`src/hw/blur_mask_defs.svh`:
```
// Frame geometry, pixel width, mask threshold and frame store depth
`ifndef BLUR_MASK_DEFS_SVH
`define BLUR_MASK_DEFS_SVH

// Pixels in one column, top row first
`define FRAME_ROWS 8

// Columns in one frame, fetched left to right
`define FRAME_COLS 16

// Width of one grey pixel
`define PIXEL_BITS 8

// A mask bit is set when the blurred value is strictly above this
`define BLUR_THRESHOLD 32

// One frame store entry per pixel
`define MEM_DEPTH (`FRAME_ROWS * `FRAME_COLS)

`endif

```
`src/hw/blur_mask_pkg.sv`:
```
// Pixel, column, mask, address and index types plus the fetch state and store owner enums
`default_nettype none

`include "blur_mask_defs.svh"

package blur_mask_pkg;

  typedef logic [`PIXEL_BITS-1:0] pixel_t;

  // Host pixel: red in the top byte, green in the middle, blue in the low byte
  typedef logic [3*`PIXEL_BITS-1:0] rgb_t;

  // Row 0 sits in the low slot
  typedef pixel_t [`FRAME_ROWS-1:0] column_t;

  typedef logic [`FRAME_ROWS-1:0] mask_t;

  // Address is column * FRAME_ROWS + row
  typedef logic [$clog2(`MEM_DEPTH)-1:0] mem_addr_t;
  typedef logic [$clog2(`FRAME_COLS)-1:0] col_idx_t;
  typedef logic [$clog2(`FRAME_ROWS)-1:0] row_idx_t;

  typedef enum logic [1:0] {FETCH_IDLE, FETCH_READ, FETCH_EMIT} fetch_state_e;

  // Which requester the frame store served in the previous cycle
  typedef enum logic [1:0] {OWNER_NONE, OWNER_LOADER, OWNER_FETCH} mem_owner_e;

endpackage

`default_nettype wire

```
`src/hw/mem_port_if.sv`:
```
// Interface for one requester's port to the shared frame store
`timescale 1ns/1ns
`default_nettype none

interface mem_port_if import blur_mask_pkg::*; ();

  // Request side, held until the cycle where req and gnt are both high
  logic      req;
  logic      we;
  mem_addr_t addr;
  pixel_t    wdata;

  // Arbiter side
  logic   gnt;
  pixel_t rdata;
  // Pulses one cycle after an accepted read
  logic   rdata_valid;

  modport requester (
    output req, we, addr, wdata,
    input  gnt, rdata, rdata_valid
  );

  modport arbiter (
    input  req, we, addr, wdata,
    output gnt, rdata, rdata_valid
  );

endinterface

`default_nettype wire

```
`src/hw/frame_memory.sv`:
```
// Single-port synchronous RAM holding one grey frame
`timescale 1ns/1ns
`default_nettype none

`include "blur_mask_defs.svh"

module frame_memory import blur_mask_pkg::*; (
  input  logic      clock,
  input  logic      enable,
  input  logic      write,
  input  mem_addr_t address,
  input  pixel_t    write_data,
  output pixel_t    read_data
);

  // One entry per pixel, column-major
  pixel_t storage [`MEM_DEPTH];

  // A read returns its data on the edge after the enabled cycle.
  // A write updates the entry at the edge and leaves read_data as it was
  always_ff @(posedge clock) begin
    if (enable) begin
      if (write) begin
        storage[address] <= write_data;
      end else begin
        read_data <= storage[address];
      end
    end
  end

endmodule

`default_nettype wire

```
`src/hw/mem_arbiter.sv`:
```
// Fixed-priority arbiter sharing the frame store between pixel loader and column fetcher
`timescale 1ns/1ns
`default_nettype none

module mem_arbiter import blur_mask_pkg::*; (
  input  logic               clock,
  input  logic               reset,
  mem_port_if.arbiter        load_port,
  mem_port_if.arbiter        fetch_port,
  output logic               mem_enable,
  output logic               mem_write,
  output mem_addr_t          mem_address,
  output pixel_t             mem_write_data,
  input  pixel_t             mem_read_data
);

  mem_owner_e read_owner;

  // The loader always wins, so a host write is never stalled
  assign load_port.gnt  = load_port.req;
  assign fetch_port.gnt = fetch_port.req && !load_port.req;

  always_comb begin
    mem_enable = load_port.gnt || fetch_port.gnt;
    if (load_port.gnt) begin
      mem_write      = load_port.we;
      mem_address    = load_port.addr;
      mem_write_data = load_port.wdata;
    end else begin
      mem_write      = fetch_port.gnt && fetch_port.we;
      mem_address    = fetch_port.addr;
      mem_write_data = fetch_port.wdata;
    end
  end

  // Remember who owned a read so its data goes back to the right port.
  // Writes return nothing and leave the record at none
  always_ff @(posedge clock) begin
    if (reset) begin
      read_owner <= OWNER_NONE;
    end else if (load_port.gnt && !load_port.we) begin
      read_owner <= OWNER_LOADER;
    end else if (fetch_port.gnt && !fetch_port.we) begin
      read_owner <= OWNER_FETCH;
    end else begin
      read_owner <= OWNER_NONE;
    end
  end

  assign load_port.rdata        = mem_read_data;
  assign fetch_port.rdata       = mem_read_data;
  assign load_port.rdata_valid  = (read_owner == OWNER_LOADER);
  assign fetch_port.rdata_valid = (read_owner == OWNER_FETCH);

  grants_exclusive: assert property (@(posedge clock) disable iff (reset)
    !(load_port.gnt && fetch_port.gnt));

  // A stalled fetch request keeps its address until the arbiter grants it
  fetch_req_held: assert property (@(posedge clock) disable iff (reset)
    fetch_port.req && !fetch_port.gnt |=> fetch_port.req && $stable(fetch_port.addr));

endmodule

`default_nettype wire

```
`src/hw/pixel_loader.sv`:
```
// Host pixel loader with RGB to grey conversion and frame store write request
`timescale 1ns/1ns
`default_nettype none

`include "blur_mask_defs.svh"

module pixel_loader import blur_mask_pkg::*; (
  input  logic           clock,
  input  logic           reset,
  input  logic           pix_write,
  input  col_idx_t       pix_col,
  input  row_idx_t       pix_row,
  input  rgb_t           pix_rgb,
  mem_port_if.requester  mem
);

  pixel_t red;
  pixel_t green;
  pixel_t blue;
  pixel_t grey;

  assign red   = pix_rgb[3*`PIXEL_BITS-1:2*`PIXEL_BITS];
  assign green = pix_rgb[2*`PIXEL_BITS-1:`PIXEL_BITS];
  assign blue  = pix_rgb[`PIXEL_BITS-1:0];

  // Each term is truncated before the sum, so the total stays below 256
  assign grey = (red >> 2) + (green >> 1) + (blue >> 2);

  always_ff @(posedge clock) begin
    if (reset) begin
      mem.req <= 1'b0;
    end else if (pix_write) begin
      mem.req <= 1'b1;
    end else if (mem.gnt) begin
      mem.req <= 1'b0;
    end
  end

  always_ff @(posedge clock) begin
    if (pix_write) begin
      mem.addr  <= mem_addr_t'(int'(pix_col) * `FRAME_ROWS + int'(pix_row));
      mem.wdata <= grey;
    end
  end

  assign mem.we = 1'b1;

  // The host must not overwrite a pixel that the arbiter has not taken yet
  no_write_while_pending: assert property (@(posedge clock) disable iff (reset)
    pix_write |-> !(mem.req && !mem.gnt));

endmodule

`default_nettype wire

```
`src/hw/column_fetch.sv`:
```
// Column fetch sequencer reading the frame store one column at a time plus a closing zero column
`timescale 1ns/1ns
`default_nettype none

`include "blur_mask_defs.svh"

module column_fetch import blur_mask_pkg::*; (
  input  logic           clock,
  input  logic           reset,
  input  logic           start,
  output logic           busy,
  mem_port_if.requester  mem,
  output column_t        column,
  output logic           column_strobe,
  output logic           column_pad
);

  localparam row_idx_t LAST_ROW = row_idx_t'(`FRAME_ROWS - 1);
  localparam col_idx_t LAST_COL = col_idx_t'(`FRAME_COLS - 1);

  fetch_state_e state;
  col_idx_t     col;
  // Next row to request and next row to come back
  row_idx_t     req_row;
  row_idx_t     ret_row;
  logic         read_pending;
  // Set while the closing zero column is being emitted
  logic         pad;

  assign mem.req   = read_pending;
  assign mem.we    = 1'b0;
  assign mem.wdata = '0;
  assign mem.addr  = mem_addr_t'(int'(col) * `FRAME_ROWS + int'(req_row));

  always_ff @(posedge clock) begin
    if (reset) begin
      state        <= FETCH_IDLE;
      col          <= '0;
      req_row      <= '0;
      ret_row      <= '0;
      read_pending <= 1'b0;
      pad          <= 1'b0;
    end else begin
      case (state)
        FETCH_IDLE: begin
          if (start) begin
            state        <= FETCH_READ;
            col          <= '0;
            req_row      <= '0;
            ret_row      <= '0;
            read_pending <= 1'b1;
            pad          <= 1'b0;
          end
        end
        FETCH_READ: begin
          // Requests and returns run on their own counters since the loader can stall us
          if (mem.req && mem.gnt) begin
            if (req_row == LAST_ROW) begin
              read_pending <= 1'b0;
            end else begin
              req_row <= req_row + 1'b1;
            end
          end
          if (mem.rdata_valid) begin
            if (ret_row == LAST_ROW) begin
              ret_row <= '0;
              state   <= FETCH_EMIT;
            end else begin
              ret_row <= ret_row + 1'b1;
            end
          end
        end
        FETCH_EMIT: begin
          if (pad) begin
            pad   <= 1'b0;
            state <= FETCH_IDLE;
          end else if (col == LAST_COL) begin
            // Stay in emit for one more strobe, this time with the zero column
            pad <= 1'b1;
          end else begin
            col          <= col + 1'b1;
            req_row      <= '0;
            read_pending <= 1'b1;
            state        <= FETCH_READ;
          end
        end
        default: state <= FETCH_IDLE;
      endcase
    end
  end

  always_ff @(posedge clock) begin
    if (state == FETCH_READ && mem.rdata_valid) begin
      column[ret_row] <= mem.rdata;
    end else if (state == FETCH_EMIT && !pad && col == LAST_COL) begin
      column <= '0;
    end
  end

  assign busy          = (state != FETCH_IDLE);
  assign column_strobe = (state == FETCH_EMIT);
  assign column_pad    = (state == FETCH_EMIT) && pad;

endmodule

`default_nettype wire

```
`src/hw/blur_mask_stage.sv`:
```
// Three-column window with 3x3 shift-weighted blur, threshold and mask output strobes
`timescale 1ns/1ns
`default_nettype none

`include "blur_mask_defs.svh"

module blur_mask_stage import blur_mask_pkg::*; (
  input  logic     clock,
  input  logic     reset,
  input  column_t  column,
  input  logic     column_strobe,
  input  logic     column_pad,
  output logic     mask_valid,
  output col_idx_t mask_col,
  output mask_t    mask_bits,
  output logic     done
);

  // Wide enough for the worst case sum of all nine weighted terms
  typedef logic [`PIXEL_BITS+1:0] sum_t;

  column_t  left_col;
  column_t  centre_col;
  logic     first;
  col_idx_t out_count;

  // Zero rows above the top and below the bottom, so row r sits at index r + 1
  pixel_t [`FRAME_ROWS+1:0] left_pad;
  pixel_t [`FRAME_ROWS+1:0] centre_pad;
  pixel_t [`FRAME_ROWS+1:0] right_pad;

  sum_t  blur_sum [`FRAME_ROWS];
  mask_t mask_next;

  assign left_pad   = {pixel_t'(0), left_col, pixel_t'(0)};
  assign centre_pad = {pixel_t'(0), centre_col, pixel_t'(0)};
  assign right_pad  = {pixel_t'(0), column, pixel_t'(0)};

  // Corners weigh 1/16, edge neighbours 1/8 and the centre 1/4
  always_comb begin
    for (int r = 1; r <= `FRAME_ROWS; r++) begin
      blur_sum[r-1] = sum_t'(left_pad[r-1] >> 4) + sum_t'(left_pad[r] >> 3)
                    + sum_t'(left_pad[r+1] >> 4) + sum_t'(centre_pad[r-1] >> 3)
                    + sum_t'(centre_pad[r] >> 2) + sum_t'(centre_pad[r+1] >> 3)
                    + sum_t'(right_pad[r-1] >> 4) + sum_t'(right_pad[r] >> 3)
                    + sum_t'(right_pad[r+1] >> 4);
      mask_next[r-1] = (blur_sum[r-1] > sum_t'(`BLUR_THRESHOLD));
    end
  end

  // The first strobe of a run only fills the window, every later one produces a mask
  always_ff @(posedge clock) begin
    if (reset) begin
      first      <= 1'b1;
      out_count  <= '0;
      mask_valid <= 1'b0;
      mask_col   <= '0;
      done       <= 1'b0;
    end else begin
      mask_valid <= column_strobe && !first;
      done       <= column_strobe && !first && column_pad;
      if (column_strobe) begin
        if (first) begin
          first <= 1'b0;
        end else begin
          mask_col  <= out_count;
          out_count <= out_count + 1'b1;
          if (column_pad) begin
            first     <= 1'b1;
            out_count <= '0;
          end
        end
      end
    end
  end

  always_ff @(posedge clock) begin
    if (column_strobe) begin
      // Column 0 has nothing to its left
      left_col   <= first ? column_t'(0) : centre_col;
      centre_col <= column;
      mask_bits  <= mask_next;
    end
  end

  mask_col_in_range: assert property (@(posedge clock) disable iff (reset)
    mask_valid |-> (int'(mask_col) <= `FRAME_COLS - 1));

  // The fetcher's pad column must land exactly on the last frame column
  done_on_last_col: assert property (@(posedge clock) disable iff (reset)
    done |-> mask_valid && (int'(mask_col) == `FRAME_COLS - 1));

endmodule

`default_nettype wire

```
`src/hw/blur_mask_top.sv`:
```
// Top level joining the pixel loader, column fetcher, arbiter, frame store and blur mask stage
`timescale 1ns/1ns
`default_nettype none

module blur_mask_top import blur_mask_pkg::*; (
  input  logic     clock,
  input  logic     reset,
  input  logic     pix_write,
  input  col_idx_t pix_col,
  input  row_idx_t pix_row,
  input  rgb_t     pix_rgb,
  input  logic     start,
  output logic     busy,
  output logic     mask_valid,
  output col_idx_t mask_col,
  output mask_t    mask_bits,
  output logic     done
);

  mem_port_if load_port ();
  mem_port_if fetch_port ();

  logic      mem_enable;
  logic      mem_write;
  mem_addr_t mem_address;
  pixel_t    mem_write_data;
  pixel_t    mem_read_data;

  column_t   column;
  logic      column_strobe;
  logic      column_pad;

  pixel_loader loader_i (
    .clock     (clock),
    .reset     (reset),
    .pix_write (pix_write),
    .pix_col   (pix_col),
    .pix_row   (pix_row),
    .pix_rgb   (pix_rgb),
    .mem       (load_port)
  );

  column_fetch fetch_i (
    .clock         (clock),
    .reset         (reset),
    .start         (start),
    .busy          (busy),
    .mem           (fetch_port),
    .column        (column),
    .column_strobe (column_strobe),
    .column_pad    (column_pad)
  );

  mem_arbiter arbiter_i (
    .clock          (clock),
    .reset          (reset),
    .load_port      (load_port),
    .fetch_port     (fetch_port),
    .mem_enable     (mem_enable),
    .mem_write      (mem_write),
    .mem_address    (mem_address),
    .mem_write_data (mem_write_data),
    .mem_read_data  (mem_read_data)
  );

  frame_memory memory_i (
    .clock      (clock),
    .enable     (mem_enable),
    .write      (mem_write),
    .address    (mem_address),
    .write_data (mem_write_data),
    .read_data  (mem_read_data)
  );

  blur_mask_stage stage_i (
    .clock         (clock),
    .reset         (reset),
    .column        (column),
    .column_strobe (column_strobe),
    .column_pad    (column_pad),
    .mask_valid    (mask_valid),
    .mask_col      (mask_col),
    .mask_bits     (mask_bits),
    .done          (done)
  );

endmodule

`default_nettype wire

```
`config.mk`:
```
export PLATFORM = sky130hd
export DESIGN_NAME = blur_mask_top
export DESIGN_NICKNAME = d
export VERILOG_FILES = /design/src/hw/blur_mask_pkg.sv /design/src/hw/mem_port_if.sv /design/src/hw/frame_memory.sv /design/src/hw/mem_arbiter.sv /design/src/hw/pixel_loader.sv /design/src/hw/column_fetch.sv /design/src/hw/blur_mask_stage.sv /design/src/hw/blur_mask_top.sv
export VERILOG_INCLUDE_DIRS = /design/src /design/src/hw
export SDC_FILE = /design/constraint.sdc
export NUM_CORES = 1
export LEC_CHECK = 0
export BUFFER_PORTS_ARGS = -buffer_cell sky130_fd_sc_hd__buf_2
export CAP_MARGIN = 20
export CORE_MARGIN = 4
export CORE_UTILIZATION = 60
export CTS_CLUSTER_SIZE = 28
export DETAILED_ROUTE_END_ITERATION = 7
export PLACE_DENSITY = 0.86
export SYNTH_ARGS = -nofsm -noshare
export SYNTH_HDL_FRONTEND = slang
export SYNTH_HIERARCHICAL = 1
export SYNTH_SLANG_ARGS = --single-unit
```
`constraint.sdc`:
```
create_clock -name clock -period 6.6 [get_ports clock]
set_clock_uncertainty 0.05 [all_clocks]
set_input_delay 1.98 -clock clock [delete_from_list [all_inputs] [get_ports clock]]
set_output_delay 1.98 -clock clock [all_outputs]
set_load 0.005 [all_outputs]
```
==> flow_summary.json <==
{
  "status": "complete, no violations",
  "path_depth": 19,
  "routed_via_density": 6.87,
  "hold_buffers": 0,
  "core_area_um2": 75900,
  "critPathMaxFanout": 4,
  "setup.worst_path.class": "reg2reg",
  "slew_violations": 0,
  "gr-total-overflow": 0,
  "hold_depth": 0,
  "cts_buffers": 93,
  "tightest_slew_ns": 1.23,
  "dp_hpwl_um": 73900,
  "final.min_clock_period_ns": 5.58,
  "fmax_mhz": 179,
  "crit_path_cell_trace": "inv_1, fa_1, inv_1, fa_1, inv_1, fa_1, inv_1, ha_1, a21o_1, a21oi_1, xnor2_1, fa_1, ha_1, ha_1, ha_1, o21a_1, or2_2, o311ai_1, nand4_1",
  "wire_per_inst_um": 28.2,
  "die_h_um": 285,
  "cp-end-kind": "flop",
  "avgSynthCellArea_um2": 14.6,
  "timing.slew.headroom_pct": 17.9,
  "final.setup.tns_ns": 0,
  "hold_violations": 0,
  "final_nets": 3529,
  "cts_tree": "built",
  "start_util_pct": 60.6,
  "drt-initial-drc-count": 5257,
  "path_delay_family": "adder cells",
  "clk_path_buf_depth": 3,
  "num_rows": 101,
  "pin_count": 50,
  "syn_to_final_growth_pct": 8.43,
  "syn_inst": 3165,
  "track_usage_pct": 29.2,
  "totalWireLength_um": 120000,
  "drc": 0,
  "htree_levels": 3,
  "antenna_left": 0,
  "cts_resized": 0,
  "diodes": 0,
  "antenna_found_initial": 0,
  "cpPeakStageDelay_ns": 0.50,
  "crit_slowest_cell": "fa_1",
  "vdd_drop_max_mv": 0.298,
  "reg2reg_slack_ns": 1.02,
  "finalPower_mw": 14.0,
  "vias": 29100,
  "max-cap-violations": 0,
  "worstPathArrival_ns": 5.93,
  "p_leak_nw": 17.2,
  "start_kind": "flop",
  "grt_max_degree": 103,
  "worst-r2r-cell-count": 19,
  "cts_setup_buffers": 0,
  "cp.required_ns": 6.95,
  "cts-root-buf": "clkbuf_16",
  "io_buffers": 44,
  "ys.warnings.count": 6,
  "drive_gt1_share_pct": 9.41,
  "rsz0062_at_grt": "no",
  "grt_pass1_vias": 29300,
  "path_clk_slew_ns": 0.06,
  "worst-path-buf-inv": 4,
  "gp_congestion": 0.947,
  "grt_pass1_wl_um": 179000,
  "clkSinkCount": 959,
  "p_per_area_nw_per_um2": 281,
  "die_w_um": 285,
  "clk_latency_ns": 0.69,
  "fin_crit_sh_pct": 84.6,
  "first_pass_iters": 8,
  "finalSetupViolCount": 0,
  "hold_path.class": "reg2reg",
  "design.die.area_um2": 81300,
  "synthesis.area_um2": 46100
}
==> final cells by class <==
cell class / instances / area [um^2]
multi-input cells: 1786 / 15700
well taps: 1030 / 1290
fillers: 4789 / 26000
inverters: 190 / 716
flip-flops and latches: 959 / 28500
clock inverters: 48 / 479
clock buffers: 119 / 2490
repair buffers: 108 / 717
==> final timing paths <==
| kind | startpoint | end |
|---|---|---|
| max | stage_i/left_col[30] | stage_i/mask_bits[2] |
| min | fetch_i/column[34] | stage_i/centre_col[34] |
| max reg2reg | stage_i/left_col[30] | stage_i/mask_bits[2] |
| min reg2reg | fetch_i/column[34] | stage_i/centre_col[34] |
==> registers in the layout (all words and copies together) (netlist names), 4 cells and up <==
signal / cells
stage_i/mask_col: 4
stage_i/mask_bits: 8
memory_i/storage: 768
fetch_i/col: 4
fetch_i/column: 48
loader_i/mem.addr: 7
memory_i/read_data: 6
stage_i/out_count: 4
stage_i/left_col: 40
loader_i/mem.wdata: 6
stage_i/centre_col: 48
==> cells in the final DEF, fill, tap and decap left out, drive strengths merged, types with 8 or more instances in the layout <==
cell type and n:
mux2 33, ha 147, nand2b 18, a21oi 115
o22a 12, inv 191, a21o 16, nand3 24
dfxtp 28, conb 8, edfxtp 931, xor2 14
o21ai 78, o22ai 60, a221oi 128, mux2i 153
nand4 9, fa 209, clkinv 41, a22o 47
xnor2 15, a221o 11, nor2 270, nand2 90
o21a 13, nand3b 12, or3b 11, a2111oi 13
buf 108, a22oi 70, nor3 15, nor2b 68
clkbuf 119
==> worst reg2reg max path: stages (launching register included) <==
cell	delay (ns)
edfxtp_1	0.46
inv_1	0.11
fa_1	0.49
inv_1	0.06
fa_1	0.50
inv_1	0.05
fa_1	0.50
inv_1	0.07
ha_1	0.29
a21o_1	0.15
a21oi_1	0.24
xnor2_1	0.17
fa_1	0.44
ha_1	0.31
ha_1	0.31
ha_1	0.36
o21a_1	0.14
or2_2	0.28
o311ai_1	0.22
nand4_1	0.12
==> routing by layer <==
layer	GRT usage [%]	wire length, um	up-vias
met5	0	0	-
met4	15.9	8330	0
met3	8.72	16100	657
met2	45.6	55000	2478
met1	36.9	40100	14200
li1	-	-	11800
==> report_power, final <==
part / internal, mW / switching (mW) / total (mW)
clock: 2.92 / 2.29 / 5.21
sequential: 6.87 / 0.0548 / 6.92
combinational: 0.666 / 1.24 / 1.91
total: 10.5 / 3.59 / 14.0
==> stage by stage <==
| step | cell area (um^2) | util, % | worst slack, ns | std cells | hold slack (ns) |
|---|---|---|---|---|---|
| after floorplan | 46100 | - | 1.37 | 3171 | 0.376 |
| final | 49900 | 65.8 | 1.02 | 4240 | 0.399 |
| after CTS | 49900 | 65.7 | 1.03 | 4237 | 0.400 |
| after global placement | 46900 | 61.8 | 1.10 | 4069 | 0.384 |
| after global routing | 49900 | 65.8 | 0.799 | 4240 | 0.409 |
| after detailed placement | 46900 | 61.8 | 1.04 | 4070 | 0.396 |
Note: power is estimated with default switching activity, not from simulation.
